==> src/rtc_edit_pkg.sv <==
package rtc_edit_pkg;

	////////////////////////////////////////////////////////////////////////////
	// field numbering
	////////////////////////////////////////////////////////////////////////////

	// clock 0..5, alarm 6..9, timer 10..12
	localparam int unsigned NUM_FIELDS = 13;

	typedef logic [3:0] field_idx_t;

	// position of the group switch, idle means no editing
	typedef enum logic [1:0]
	{
		GRP_IDLE  = 2'd0,
		GRP_CLOCK = 2'd1,
		GRP_ALARM = 2'd2,
		GRP_TIMER = 2'd3
	} group_t;

	////////////////////////////////////////////////////////////////////////////
	// group ranges and chip addresses
	////////////////////////////////////////////////////////////////////////////

	// idle entry spans every field
	localparam field_idx_t GROUP_FIRST [4] = '{4'd0, 4'd0, 4'd6, 4'd10};
	localparam field_idx_t GROUP_LAST  [4] = '{4'd12, 4'd5, 4'd9, 4'd12};

	// clock chip register address per field
	localparam logic [7:0] FIELD_ADDR [NUM_FIELDS] = '{
		8'h21, 8'h22, 8'h23, 8'h24, 8'h25, 8'h26,
		8'h41, 8'h42, 8'h43, 8'h44,
		8'hF1, 8'hF2, 8'hF3
	};

endpackage
==> src/rtc_edit_top.sv <==
`timescale 1ns/1ns

module rtc_edit_top
#(
	parameter int DATA_W = 8
)
(
	input  logic                      CLK,
	input  logic                      reset,
	input  logic                      btn_left,
	input  logic                      btn_right,
	input  logic                      btn_up,
	input  logic                      btn_down,
	input  logic                      btn_save,
	input  rtc_edit_pkg::group_t      group_sel,
	input  rtc_edit_pkg::field_idx_t  view_field,
	output rtc_edit_pkg::field_idx_t  cursor,
	output logic                      edit_active,
	output logic                      wr_strobe,
	output logic [7:0]                wr_addr,
	output logic [DATA_W-1:0]         wr_data,
	output logic                      commit_done,
	output logic [DATA_W-1:0]         view_value
);

	logic left_p, right_p, up_p, down_p, save_p;
	logic grant, field_ack, fw_strobe, mem_we;
	logic [7:0] fw_addr;
	logic [DATA_W-1:0] fw_data, mem_data, cur_value;
	rtc_edit_pkg::field_idx_t field_ptr, fw_field;

	button_pulse u_buttons
	(
		.CLK(CLK), .reset(reset),
		.btn_left(btn_left), .btn_right(btn_right), .btn_up(btn_up),
		.btn_down(btn_down), .btn_save(btn_save),
		.left_p(left_p), .right_p(right_p), .up_p(up_p), .down_p(down_p), .save_p(save_p)
	);

	field_edit_ctrl #(.DATA_W(DATA_W)) u_edit
	(
		.CLK(CLK), .reset(reset), .group_sel(group_sel),
		.left_p(left_p), .right_p(right_p), .up_p(up_p), .down_p(down_p),
		.grant(grant), .cur_value(cur_value), .field_ack(field_ack),
		.edit_active(edit_active), .cursor(cursor), .field_ptr(field_ptr),
		.fw_strobe(fw_strobe), .fw_field(fw_field), .fw_addr(fw_addr),
		.fw_data(fw_data), .commit_done(commit_done)
	);

	// mirror is written by address, the slot index stays inside the sequencer
	commit_sequencer #(.DATA_W(DATA_W)) u_seq
	(
		.CLK(CLK), .reset(reset), .save_p(save_p), .edit_active(edit_active),
		.fw_strobe(fw_strobe), .fw_field(fw_field), .fw_addr(fw_addr),
		.fw_data(fw_data), .commit_done(commit_done), .grant(grant),
		.mem_we(mem_we), .mem_field(), .mem_data(mem_data),
		.wr_strobe(wr_strobe), .wr_addr(wr_addr), .wr_data(wr_data),
		.field_ack(field_ack)
	);

	rtc_register_mirror #(.DATA_W(DATA_W)) u_mirror
	(
		.CLK(CLK), .reset(reset), .mem_we(mem_we), .mem_addr(wr_addr),
		.mem_data(mem_data), .rd_field_a(field_ptr), .rd_field_b(view_field),
		.rd_data_a(cur_value), .rd_data_b(view_value)
	);

endmodule

==> src/rtc_register_mirror.sv <==
`timescale 1ns/1ns

module rtc_register_mirror
#(
	parameter int DATA_W = 8
)
(
	input  logic                      CLK,
	input  logic                      reset,
	input  logic                      mem_we,
	input  logic [7:0]                mem_addr,
	input  logic [DATA_W-1:0]         mem_data,
	input  rtc_edit_pkg::field_idx_t  rd_field_a,
	input  rtc_edit_pkg::field_idx_t  rd_field_b,
	output logic [DATA_W-1:0]         rd_data_a,
	output logic [DATA_W-1:0]         rd_data_b
);

	import rtc_edit_pkg::*;

	logic [DATA_W-1:0] slots [NUM_FIELDS];
	field_idx_t        slot_sel;
	logic              hit;

	// address to slot lookup
	always_comb
	begin
		hit      = 1'b0;
		slot_sel = '0;
		for (int i = 0; i < NUM_FIELDS; i++)
		begin
			if (mem_addr == FIELD_ADDR[i])
			begin
				hit      = 1'b1;
				slot_sel = field_idx_t'(i);
			end
		end
	end

	always_ff @(posedge CLK)
	begin
		if (reset)
		begin
			for (int i = 0; i < NUM_FIELDS; i++)
				slots[i] <= '0;
		end
		else if (mem_we && hit)
			slots[slot_sel] <= mem_data;
	end

	// unused indices 13..15 read as zero
	assign rd_data_a = (rd_field_a < field_idx_t'(NUM_FIELDS)) ? slots[rd_field_a] : '0;
	assign rd_data_b = (rd_field_b < field_idx_t'(NUM_FIELDS)) ? slots[rd_field_b] : '0;

endmodule

==> src/commit_sequencer.sv <==
`timescale 1ns/1ns

module commit_sequencer
#(
	parameter int DATA_W = 8
)
(
	input  logic                      CLK,
	input  logic                      reset,
	input  logic                      save_p,
	input  logic                      edit_active,
	input  logic                      fw_strobe,
	input  rtc_edit_pkg::field_idx_t  fw_field,
	input  logic [7:0]                fw_addr,
	input  logic [DATA_W-1:0]         fw_data,
	input  logic                      commit_done,
	output logic                      grant,
	output logic                      mem_we,
	output rtc_edit_pkg::field_idx_t  mem_field,
	output logic [DATA_W-1:0]         mem_data,
	output logic                      wr_strobe,
	output logic [7:0]                wr_addr,
	output logic [DATA_W-1:0]         wr_data,
	output logic                      field_ack
);

	logic accept;

	// strobes after an abort are dropped, counters stay with the editor
	assign accept = fw_strobe && grant;

	always_ff @(posedge CLK)
	begin
		if (reset)
		begin
			grant     <= 1'b0;
			mem_we    <= 1'b0;
			wr_strobe <= 1'b0;
			field_ack <= 1'b0;
		end
		else
		begin
			if (!edit_active)
				grant <= 1'b0;
			else if (commit_done)
				grant <= 1'b0;
			else if (save_p && !grant)
				grant <= 1'b1;

			// bus, mirror and ack in the same cycle
			wr_strobe <= accept;
			mem_we    <= accept;
			field_ack <= accept;
		end
	end

	always_ff @(posedge CLK)
	begin
		if (accept)
		begin
			wr_addr   <= fw_addr;
			wr_data   <= fw_data;
			mem_field <= fw_field;
			mem_data  <= fw_data;
		end
	end

endmodule

==> src/field_edit_ctrl.sv <==
`timescale 1ns/1ns

module field_edit_ctrl
#(
	parameter int DATA_W = 8
)
(
	input  logic                      CLK,
	input  logic                      reset,
	input  rtc_edit_pkg::group_t      group_sel,
	input  logic                      left_p,
	input  logic                      right_p,
	input  logic                      up_p,
	input  logic                      down_p,
	input  logic                      grant,
	input  logic [DATA_W-1:0]         cur_value,
	input  logic                      field_ack,
	output logic                      edit_active,
	output rtc_edit_pkg::field_idx_t  cursor,
	output rtc_edit_pkg::field_idx_t  field_ptr,
	output logic                      fw_strobe,
	output rtc_edit_pkg::field_idx_t  fw_field,
	output logic [7:0]                fw_addr,
	output logic [DATA_W-1:0]         fw_data,
	output logic                      commit_done
);

	import rtc_edit_pkg::*;

	localparam field_idx_t LAST_FIELD = field_idx_t'(NUM_FIELDS - 1);

	logic [DATA_W-1:0] up_cnt   [NUM_FIELDS];
	logic [DATA_W-1:0] down_cnt [NUM_FIELDS];

	field_idx_t grp_first;
	field_idx_t grp_last;
	field_idx_t cursor_next;
	logic       edit_req;
	logic       waiting;
	logic       issue;

	// presses only count outside a commit
	assign edit_req = (group_sel != GRP_IDLE) && !grant;

	always_ff @(posedge CLK)
	begin
		if (reset)
			edit_active <= 1'b0;
		else
			edit_active <= (group_sel != GRP_IDLE);
	end

	////////////////////////////////////////////////////////////////////////////
	// cursor
	////////////////////////////////////////////////////////////////////////////

	always_comb
	begin
		grp_first   = GROUP_FIRST[group_sel];
		grp_last    = GROUP_LAST[group_sel];
		cursor_next = cursor;
		if (edit_req)
		begin
			if (left_p && cursor != grp_first)
				cursor_next = cursor - 1'b1;
			else if (right_p && cursor != grp_last)
				cursor_next = cursor + 1'b1;
		end
		// clamp into the selected group
		if (group_sel != GRP_IDLE && (cursor_next < grp_first || cursor_next > grp_last))
			cursor_next = grp_first;
	end

	always_ff @(posedge CLK)
	begin
		if (reset)
			cursor <= '0;
		else
			cursor <= cursor_next;
	end

	////////////////////////////////////////////////////////////////////////////
	// up and down counters per field
	////////////////////////////////////////////////////////////////////////////

	always_ff @(posedge CLK)
	begin
		if (reset)
		begin
			for (int i = 0; i < NUM_FIELDS; i++)
			begin
				up_cnt[i]   <= '0;
				down_cnt[i] <= '0;
			end
		end
		else
		begin
			for (int i = 0; i < NUM_FIELDS; i++)
			begin
				// written field starts over from zero
				if (field_ack && fw_field == field_idx_t'(i))
				begin
					up_cnt[i]   <= '0;
					down_cnt[i] <= '0;
				end
				else if (edit_req && cursor == field_idx_t'(i))
				begin
					if (up_p)
						up_cnt[i] <= up_cnt[i] + 1'b1;
					else if (down_p)
						down_cnt[i] <= down_cnt[i] + 1'b1;
				end
			end
		end
	end

	////////////////////////////////////////////////////////////////////////////
	// commit walk
	////////////////////////////////////////////////////////////////////////////

	// no new write in the commit_done cycle, grant is still high there
	assign issue = grant && edit_active && !waiting && !commit_done;

	always_ff @(posedge CLK)
	begin
		if (reset)
		begin
			field_ptr   <= '0;
			waiting     <= 1'b0;
			fw_strobe   <= 1'b0;
			commit_done <= 1'b0;
		end
		else
		begin
			fw_strobe   <= 1'b0;
			commit_done <= 1'b0;
			if (!grant)
			begin
				// idle or aborted, restart at field 0 next time
				field_ptr <= '0;
				waiting   <= 1'b0;
			end
			else if (waiting)
			begin
				if (field_ack)
				begin
					waiting <= 1'b0;
					if (field_ptr == LAST_FIELD)
					begin
						field_ptr   <= '0;
						commit_done <= 1'b1;
					end
					else
						field_ptr <= field_ptr + 1'b1;
				end
			end
			else if (issue)
			begin
				fw_strobe <= 1'b1;
				waiting   <= 1'b1;
			end
		end
	end

	// write payload, new value wraps modulo 2^DATA_W
	always_ff @(posedge CLK)
	begin
		if (issue)
		begin
			fw_field <= field_ptr;
			fw_addr  <= FIELD_ADDR[field_ptr];
			fw_data  <= cur_value + up_cnt[field_ptr] - down_cnt[field_ptr];
		end
	end

endmodule

==> src/button_pulse.sv <==
`timescale 1ns/1ns

module button_pulse
(
	input  logic CLK,
	input  logic reset,
	input  logic btn_left,
	input  logic btn_right,
	input  logic btn_up,
	input  logic btn_down,
	input  logic btn_save,
	output logic left_p,
	output logic right_p,
	output logic up_p,
	output logic down_p,
	output logic save_p
);

	logic [4:0] raw;
	logic [4:0] sync1;
	logic [4:0] sync2;
	logic [4:0] prev;
	logic [4:0] pulse_q;

	// bit order save, down, up, right, left
	assign raw = {btn_save, btn_down, btn_up, btn_right, btn_left};

	always_ff @(posedge CLK)
	begin
		if (reset)
		begin
			sync1   <= '0;
			sync2   <= '0;
			prev    <= '0;
			pulse_q <= '0;
		end
		else
		begin
			sync1   <= raw;
			sync2   <= sync1;
			prev    <= sync2;
			// one pulse per rising edge, holding gives nothing more
			pulse_q <= sync2 & ~prev;
		end
	end

	assign left_p  = pulse_q[0];
	assign right_p = pulse_q[1];
	assign up_p    = pulse_q[2];
	assign down_p  = pulse_q[3];
	assign save_p  = pulse_q[4];

endmodule

==> config.mk <==
export PLATFORM = sky130hd
export DESIGN_NAME = rtc_edit_top
export DESIGN_NICKNAME = d
export VERILOG_FILES = /design/src/rtc_edit_pkg.sv /design/src/rtc_edit_top.sv /design/src/rtc_register_mirror.sv /design/src/commit_sequencer.sv /design/src/field_edit_ctrl.sv /design/src/button_pulse.sv
export SDC_FILE = /design/constraint.sdc
export NUM_CORES = 1
export LEC_CHECK = 0
export ABC_AREA = 1
export BUFFER_PORTS_ARGS = -buffer_cell sky130_fd_sc_hd__buf_2
export CORE_ASPECT_RATIO = 1.1
export CORE_MARGIN = 3
export CORE_UTILIZATION = 40
export CTS_CLUSTER_SIZE = 30
export DETAILED_ROUTE_END_ITERATION = 7
export HOLD_SLACK_MARGIN = 0.05
export MAX_ROUTING_LAYER = met4
export SYNTH_ARGS = -nofsm -noshare
export SYNTH_HDL_FRONTEND = slang
export SYNTH_SLANG_ARGS = --single-unit
==> constraint.sdc <==
create_clock -name CLK -period 11 [get_ports CLK]
set_clock_uncertainty 0.2 [all_clocks]
set_input_delay 1.65 -clock CLK [delete_from_list [all_inputs] [get_ports CLK]]
set_output_delay 1.65 -clock CLK [all_outputs]
set_load 0.01 [all_outputs]
==> flow_metrics.tcl, run 1 <==
set metrics [dict create \
    ys_seq_elements 406 \
    power_density_nw_per_um2 146 \
    final_cell_mix "nor2_1 (452), edfxtp_1 (368), inv_1 (319)" \
    pwr-share-comb_pct 8.2 \
    nets 2663 \
    routabilityCongestion 0.953 \
    num_rows 90 \
    cp.required_ns 9.15 \
    tightest_slew_ns 1.25 \
    syn-mean-instance-area_sq_um 8.70 \
    path_clk_slew_ns 0.06 \
    p_leak_nw 9.60 \
    period_needed_ns 5.60 \
    cts_root_buf "clkbuf_16" \
    tns_ns 0 \
    grt_pass1_vias 17000 \
    async_flop_share_pct 0 \
    status "complete, no violations" \
    setup_viol 0 \
    fillers 5361 \
    grt_start_max_net_pins 110 \
    dr_total_vias 18100 \
    p_seq_share_pct 49.2 \
    hold_path_class "reg -> reg" \
    power_switching_w 0.000900 \
    gr-total-overflow 0 \
    netSwitchingFraction_pct 24.8 \
    first_pass_iters 6 \
    hpwl_microns 43800 \
    layout-drive-gt1-share_pct 5.79 \
    totalWireLength_microns 61200 \
    p_int_w 0.00272 \
    cts_resized 0 \
    grt_pass1_wl_microns 95700 \
    syn_inst 2570 \
    yosys_warnings 0 \
    arrival_ns 3.75 \
    start_util_pct 40.6 \
    multiInputGateArea_sq_um 8980 \
    holdPathStages 1 \
    slew_viol_final 0 \
    syn_area_sq_um 22400 \
    drt_iter0_markers 1773 \
    antenna_found_initial 0 \
    worstRegToRegCells 12 \
    pwr-share-clk_pct 42.6 \
    path_max_fanout 77 \
    synth_edf_count 368 \
    antenna_left 0 \
    insertedDiodeCount 0 \
    cts_made_buffers 43 \
    slew-limit-headroom_pct 15.8 \
    hold_viol 0 \
    cts_tree "yes" \
    synth.distinct_cells 46 \
    clock_sinks 406 \
    num_io_pins 44 \
    die_h_microns 254 \
    routed_via_density 5.39 \
    critPathLaunchType "input pin" \
    endpoint_kind "output port" \
    port_buffers 42 \
    max-cap-violations 0 \
    core_area_sq_um 55100 \
    max-vdd-ir-drop_v 0.000113 \
    die_area_sq_um 58800 \
    timing.fmax_mhz 178 \
    ctsHoldBuffers 0 \
    grt_use_total_pct 21.3 \
    final_common_cell "nor2_1" \
    wl_per_cell_microns 18.2 \
    post-cts-setup-buffer-count 0 \
    finalCritPeriodShare_pct 50.9 \
    clkLatencyLatePin_ns 0.59 \
    synthToLayoutAreaGrowth_pct 10.8 \
    critPathKind "in -> out" \
    finalHoldWorstSlack_ns 0.193 \
    register_area_sq_um 11800 \
    rsz0062_at_grt "no" \
    htreeDepth 2 \
    clock_path_buffers 3 \
    die_x_microns 231 \
    drc_errors 0 \
    dominantRegCellSynth "edfxtp_1" \
    ys_seq_area_share_pct 52.8 \
]
==> power groups by stage <==
stage / clock [W] / combinational, W / sequential [W]
floorplan: 0 / 0.000208 / 0.00180
global placement: 0 / 0.000289 / 0.00181
detailed placement: 0 / 0.000294 / 0.00182
CTS: 0.00157 / 0.000297 / 0.00178
global route: 0.00164 / 0.000338 / 0.00179
finish: 0.00154 / 0.000297 / 0.00178
==> Yosys cell counts (all sizes together), types with 14 or more instances <==
cell,number,area [sq um]
o21ai,281,1410
nor3,56,285
buf,28,128
nand3,136,686
xnor2,25,219
clkbuf,79,297
nand2,274,1030
dfxtp,38,761
edfxtp,368,11100
xor2,27,236
o211ai,43,323
a21oi,220,1100
nor2,454,1710
nor3b,55,413
inv,326,1220
nand4,14,87.6
ha,52,651
==> layout make-up <==
cell class	instances	share of cell area [%]
inverters	328	4.97
multi-input cells	1753	36.2
clock buffers	52	4.65
well taps	736	3.72
clock inverters	28	1.36
repair buffers	59	1.36
flip-flops and latches	406	47.7
==> through the flow <==
step	setup slack [ns]	cells	instance area, sq um	utilization (%)	total power, W
2_1_floorplan	6.20	2594	22400	-	0.00200
3_3_place_gp	5.40	3282	23300	42.3	0.00210
3_5_place_dp	5.41	3282	23300	42.3	0.00211
4_1_cts	5.41	3362	24800	45.0	0.00365
5_1_grt	5.13	3362	24800	45.0	0.00377
6_report	5.40	3362	24800	45.0	0.00362
==> metal layers <==
metal | global-route usage, % | up-vias | share of wire [%]
li1 | - | 8805 | -
met1 | 28.9 | 8589 | 44
met2 | 33.7 | 605 | 47
met3 | 3.11 | 125 | 6.2
met4 | 6.00 | 0 | 2.7
met5 | - | - | 0
==> logic make-up after synthesis <==
kind of cell,synth area share [%]
other cells,0.0168
compound gates,14.5
flops,52.8
xor+xnor,2.04
buf+inv,7.40
fa+ha+maj,3.54
simple gates,19.7
==> worst max-delay path: stages <==
cell and delay, ns:
buf_2 0.07, buf_4 0.49, inv_1 0.61, a21oi_1 0.25
o21ai_0 0.10, nand3_1 0.10, nand3_1 0.07, a31oi_1 0.20
buf_2 0.18
==> flip-flops by register name, summed over array words and instances (netlist names), 5 cells and up, named ones only <==
register	count
u_edit.down_cnt	104
u_seq.mem_data	8
u_seq.wr_addr	6
u_buttons.pulse_q	5
u_buttons.sync2	5
u_edit.up_cnt	104
u_edit.fw_data	8
u_mirror.slots	128
u_buttons.prev	5
u_edit.fw_addr	6
u_buttons.sync1	5
==> final timing paths <==
kind,start,end,slack [ns]
worst max-delay path,view_field[0],view_value[7],5.40
worst min register to register,u_buttons.prev[1],u_buttons.pulse_q[1],0.19
worst min-delay path,u_buttons.prev[1],u_buttons.pulse_q[1],0.19
worst max register to register,register,u_edit.fw_data[6],5.75
No activity file was read; power rests on OpenSTA's default activity.
==> run 2, diff against run 1 <==
==> constraint.sdc (replaced) <==
create_clock -name CLK -period 5.2 [get_ports CLK]
set_clock_uncertainty 0.2 [all_clocks]
set_input_delay 0.78 -clock CLK [delete_from_list [all_inputs] [get_ports CLK]]
set_output_delay 0.78 -clock CLK [all_outputs]
set_load 0.01 [all_outputs]
==> run 2 against run 1 <==
Critical path depth increased by 9. First-iteration DRC count rose by 5.4%. Sequential share of layout area is 0.46 points lower. Sequential power rose by 110%. Total power increased by 120%. Largest cell class unchanged.
==> flow_metrics.tcl, run 2 (synthesis gave the netlist of run 1 again) <==
set metrics [dict create \
    grt_start_max_net_pins 113 \
    critPathKind "reg -> reg" \
    p_leak_nw 9.72 \
    arrival_ns 4.40 \
    drc_errors 0 \
    tns_ns 0 \
    place_area_sq_um 23400 \
    slew-limit-headroom_pct 12.1 \
    highest_layer "met4" \
    registers.top_by_ff_count "u_mirror.slots" \
    routabilityCongestion 0.904 \
    grt_use_total_pct 21.6 \
    hpwl_microns 43700 \
    cp.required_ns 5.35 \
    cts_root_buf "clkbuf_16" \
    grt_pass1_vias 17700 \
    setup_viol 0 \
    clock_sinks 406 \
    status "complete, no violations" \
    totalWireLength_microns 61600 \
    drt_iter0_markers 1869 \
    hold_viol 0 \
    timing.fmax_mhz 235 \
    worst_slack_ns 0.949 \
    synthToLayoutAreaGrowth_pct 11.9 \
    m1WireLength_microns 26700 \
    critPathLaunchType "register" \
    endpoint_kind "register" \
    clock_path_buffers 3 \
    antenna_found_initial 0 \
    first_pass_iters 5 \
    die_area_sq_um 58800 \
    layout-drive-gt1-share_pct 6.39 \
    port_buffers 42 \
    finalCritPeriodShare_pct 81.8 \
    max-vdd-ir-drop_v 0.000308 \
    grt_pass1_wl_microns 96700 \
    cts_resized 0 \
    dr_wl_met3_microns 4450 \
    die_x_microns 231 \
    nets 2678 \
    die_h_microns 254 \
    tightest_slew_ns 1.30 \
    dp_slack_ns 0.988 \
    power.total_w 0.00784 \
    top_regs "u_mirror.slots (128), u_edit.down_cnt (104), u_edit.up_cnt (104)" \
    antenna_left 0 \
    wl_per_cell_microns 18.2 \
    ctsHoldBuffers 0 \
    hold_path_class "reg -> reg" \
    path_max_fanout 80 \
    slew_viol_final 0 \
    gr-total-overflow 0 \
    largest_reg_flops 128 \
    holdPathStages 1 \
    power_density_nw_per_um2 313 \
    start_util_pct 40.6 \
    wl_met2_microns 27700 \
    worstRegToRegCells 18 \
    cts_made_buffers 45 \
    clkLatencyLatePin_ns 0.59 \
    routed_via_density 5.39 \
    num_rows 90 \
    final_cell_mix "nor2_1 (452), edfxtp_1 (368), inv_1 (319)" \
    cts_tree "yes" \
    period_needed_ns 4.25 \
    max-cap-violations 0 \
    final_common_cell "nor2_1" \
    post-cts-setup-buffer-count 0 \
    post-place-cells 3295 \
    final_cell_area_sq_um 25000 \
    insertedDiodeCount 0 \
    core_area_sq_um 55100 \
    path_clk_slew_ns 0.07 \
    rsz0062_at_grt "no" \
    dr_total_vias 18200 \
    num_io_pins 44 \
    fin_cells 3379 \
    htreeDepth 2 \
]
-- run 2: final timing paths --
kind / from / endpoint / slack, ns
setup / recovery: register / u_edit.fw_data[7] / 0.95
hold / removal: u_buttons.prev[1] / u_buttons.pulse_q[1] / 0.19
hold reg to reg: u_buttons.prev[1] / u_buttons.pulse_q[1] / 0.19
setup reg to reg: register / u_edit.fw_data[7] / 0.95
-- run 2: power by group --
part	total [W]	internal, W	switching [W]
clock	0.00343	0.00205	0.00138
sequential	0.00377	0.00366	0.000105
combinational	0.000647	0.000201	0.000446
total	0.00784	0.00591	0.00193
-- run 2: critical path, cell delays in order, from the launching register on --
cell and delay, ns:
dfxtp_4 0.69, clkinv_2 0.17, buf_12 0.22, o21ai_0 0.19
o22ai_1 0.09, o21ai_0 0.36, o22ai_1 0.18, fa_1 0.57
inv_1 0.04, ha_1 0.35, nand3_1 0.10, nand2_1 0.11
a21oi_1 0.08, o21bai_1 0.20, nand2_1 0.07, nand2_1 0.06
a21o_1 0.12, nand3b_1 0.11, nand2_1 0.06
-- run 2: layer usage --
layer | vias to the layer above | GRT usage (%)
met5 | - | -
met4 | 0 | 9.76
met3 | 141 | 3.33
met2 | 688 | 33.2
met1 | 8556 | 28.2
li1 | 8833 | -
-- run 2: stage by stage --
step           hold WS (ns)  util, %
4_1_cts               0.174     45.4
3_3_place_gp          0.178     42.6
6_report              0.189     45.4
5_1_grt               0.193     45.4
2_1_floorplan         0.173        -
3_5_place_dp          0.183     42.6
-- run 2: area by class of cell --
cell class | instances | area, sq um
Clock buffer | 58 | 1240
Timing Repair Buffer | 72 | 485
Sequential cell | 406 | 11800
Fill cell | 5269 | 30000
Inverter | 328 | 1230
Clock inverter | 26 | 348
Multi-Input combinational cell | 1753 | 8980
Tap cell | 736 | 921
==> run 3, diff against run 2 <==
==> constraint.sdc (replaced) <==
create_clock -name CLK -period 4 [get_ports CLK]
set_clock_uncertainty 0.2 [all_clocks]
set_input_delay 0.6 -clock CLK [delete_from_list [all_inputs] [get_ports CLK]]
set_output_delay 0.6 -clock CLK [all_outputs]
set_load 0.01 [all_outputs]
==> run 3 against run 2 <==
Combinational power grew 30%. Sequential share of layout area is 0.24 points lower. Via count grew 0.66%. Global-route usage shrank 0.36 points. Wire length is 0.60% lower. First-iteration DRC count decreased by 0.32%. Sequential cell count unchanged. Worst setup slack worse by 0.67 ns. Largest cell class unchanged. Critical endpoint unchanged. Fmax is 14% higher.
==> flow_metrics.tcl, run 3 (synthesis gave the netlist of run 1 again) <==
set metrics [dict create \
    arrival_ns 3.86 \
    die_x_microns 231 \
    slew_viol_final 0 \
    multiInputGateArea_sq_um 9000 \
    routed_via_density 5.40 \
    drc_errors 0 \
    hold_viol 0 \
    core_area_sq_um 55100 \
    gr-total-overflow 0 \
    power.total_w 0.00977 \
    finalCritPeriodShare_pct 93.1 \
    path_clk_slew_ns 0.06 \
    fillers 5287 \
    status "complete, no violations" \
    dp_slack_ns 0.175 \
    grt_use_total_pct 21.2 \
    cts_made_buffers 45 \
    path_cells "inv_4 > buf_12 > o21ai_0 > o22ai_1 > o211ai_1 > o21ai_0 > fa_1 > inv_1 > ha_1 > nand3_1 > nand2_1 > a21oi_1 > o21bai_1 > nand2_1 > nand2_1 > a21o_1 > nand3b_1 > nand2_1" \
    path_max_fanout 32 \
    register_area_sq_um 11800 \
    dr_total_vias 18300 \
    critPathKind "reg -> reg" \
    cts_root_buf "clkbuf_16" \
    final_common_cell "nor2_1" \
    port_buffers 42 \
    final_cell_mix "nor2_1 (452), edfxtp_1 (368), inv_1 (319)" \
    insertedDiodeCount 0 \
    period_needed_ns 3.72 \
    largest_reg_flops 128 \
    power_density_nw_per_um2 388 \
    top_regs "u_mirror.slots (128), u_edit.down_cnt (104), u_edit.up_cnt (104)" \
    critPathLaunchType "register" \
    slowest_stage "fa_1" \
    registers.top_by_ff_count "u_mirror.slots" \
    worstRegToRegCells 18 \
    worst_slack_ns 0.276 \
    grt_start_max_net_pins 99 \
    grt_pass1_vias 17300 \
    rsz0062_at_grt "no" \
    clock_path_buffers 3 \
    hpwl_microns 43900 \
    tns_ns 0 \
    crit_top_cell "nand2_1" \
    start_util_pct 40.6 \
    slew-limit-headroom_pct 38.7 \
    drt_iter0_markers 1863 \
    die_h_microns 254 \
    clock_sinks 406 \
    hold_path_class "reg -> reg" \
    endpoint_kind "register" \
    setup_viol 0 \
    grt_pass1_wl_microns 95100 \
    synthToLayoutAreaGrowth_pct 12.5 \
    nets 2702 \
    wl_per_cell_microns 18.0 \
    max-cap-violations 0 \
    die_area_sq_um 58800 \
    cts_tree "yes" \
    tightest_slew_ns 0.920 \
    routabilityCongestion 0.883 \
    p_leak_nw 9.78 \
    critPathMaxStageDelay_ns 0.64 \
    first_pass_iters 6 \
    clkLatencyLatePin_ns 0.58 \
    timing.fmax_mhz 269 \
    antenna_found_initial 0 \
    htreeDepth 2 \
    antenna_left 0 \
    layout-drive-gt1-share_pct 6.87 \
    cp.required_ns 4.14 \
    totalWireLength_microns 61200 \
    num_io_pins 44 \
    num_rows 90 \
    holdPathStages 1 \
    max-vdd-ir-drop_v 0.000287 \
]
## run 3: cell count changes in the layout (fill, tap and decap cells not counted), sizes merged
cell | previous run | this run
clkinvlp | 2 | 3
clkbuf | 58 | 56
clkinv | 16 | 18
dlygate4sd3 | 0 | 5
bufinv | 7 | 3
buf | 72 | 90
## run 3: final timing paths
path | from | end | slack, ns
worst max-delay path | register | u_edit.fw_data[7] | 0.28
worst min-delay path | u_buttons.prev[3] | u_buttons.pulse_q[3] | 0.19
worst max register to register | register | u_edit.fw_data[7] | 0.28
worst min register to register | u_buttons.prev[3] | u_buttons.pulse_q[3] | 0.19
## run 3: metrics by stage
step                std cells  util [%]  cell area, sq um  hold WS [ns]
finish                   3399      45.7             25200         0.190
global route             3399      45.7             25200         0.202
CTS                      3397      45.6             25100         0.161
detailed placement       3312      42.9             23600         0.184
global placement         3312      42.9             23600         0.178
floorplan                2594         -             22400         0.173
## run 3: repair_timing
item	4_1_cts	5_1_grt
resized for setup	0	9
hold buffers	5	0
setup endpoints to repair	0	2
buffers inserted	0	1
hold endpoints to repair	5	0
## run 3: final cells by class
type                    instances  share of cell area [%]
well taps                     736                    3.66
flip-flops and latches        406                    47.0
inverters                     328                    4.91
clock inverters                25                   0.836
repair buffers                 96                    3.12
clock buffers                  55                    4.71
multi-input cells            1753                    35.8
## run 3: critical path: cells and delay by family (launching register included)
kind	cells	cell delay, ns
AO/OA/AOI/OAI	7	1.16
adder cells (fa/ha/maj)	2	0.91
buffers and inverters	3	0.30
AND/OR/NAND/NOR	6	0.48
flip-flops	1	0.42
## run 3: power by group
part	total (W)	switching (W)	internal, W
Sequential	0.00490	0.000138	0.00476
Combinational	0.000841	0.000569	0.000272
Clock	0.00402	0.00173	0.00230
Total	0.00977	0.00243	0.00733
## run 3: metal layers
| layer | up-vias | GRT usage (%) | wire length (microns) |
|---|---|---|---|
| met4 | 0 | 7.95 | 2310 |
| met1 | 8678 | 28.2 | 26700 |
| met5 | - | - | 0 |
| met2 | 661 | 33.1 | 28000 |
| met3 | 117 | 3.17 | 4230 |
| li1 | 8883 | - | - |
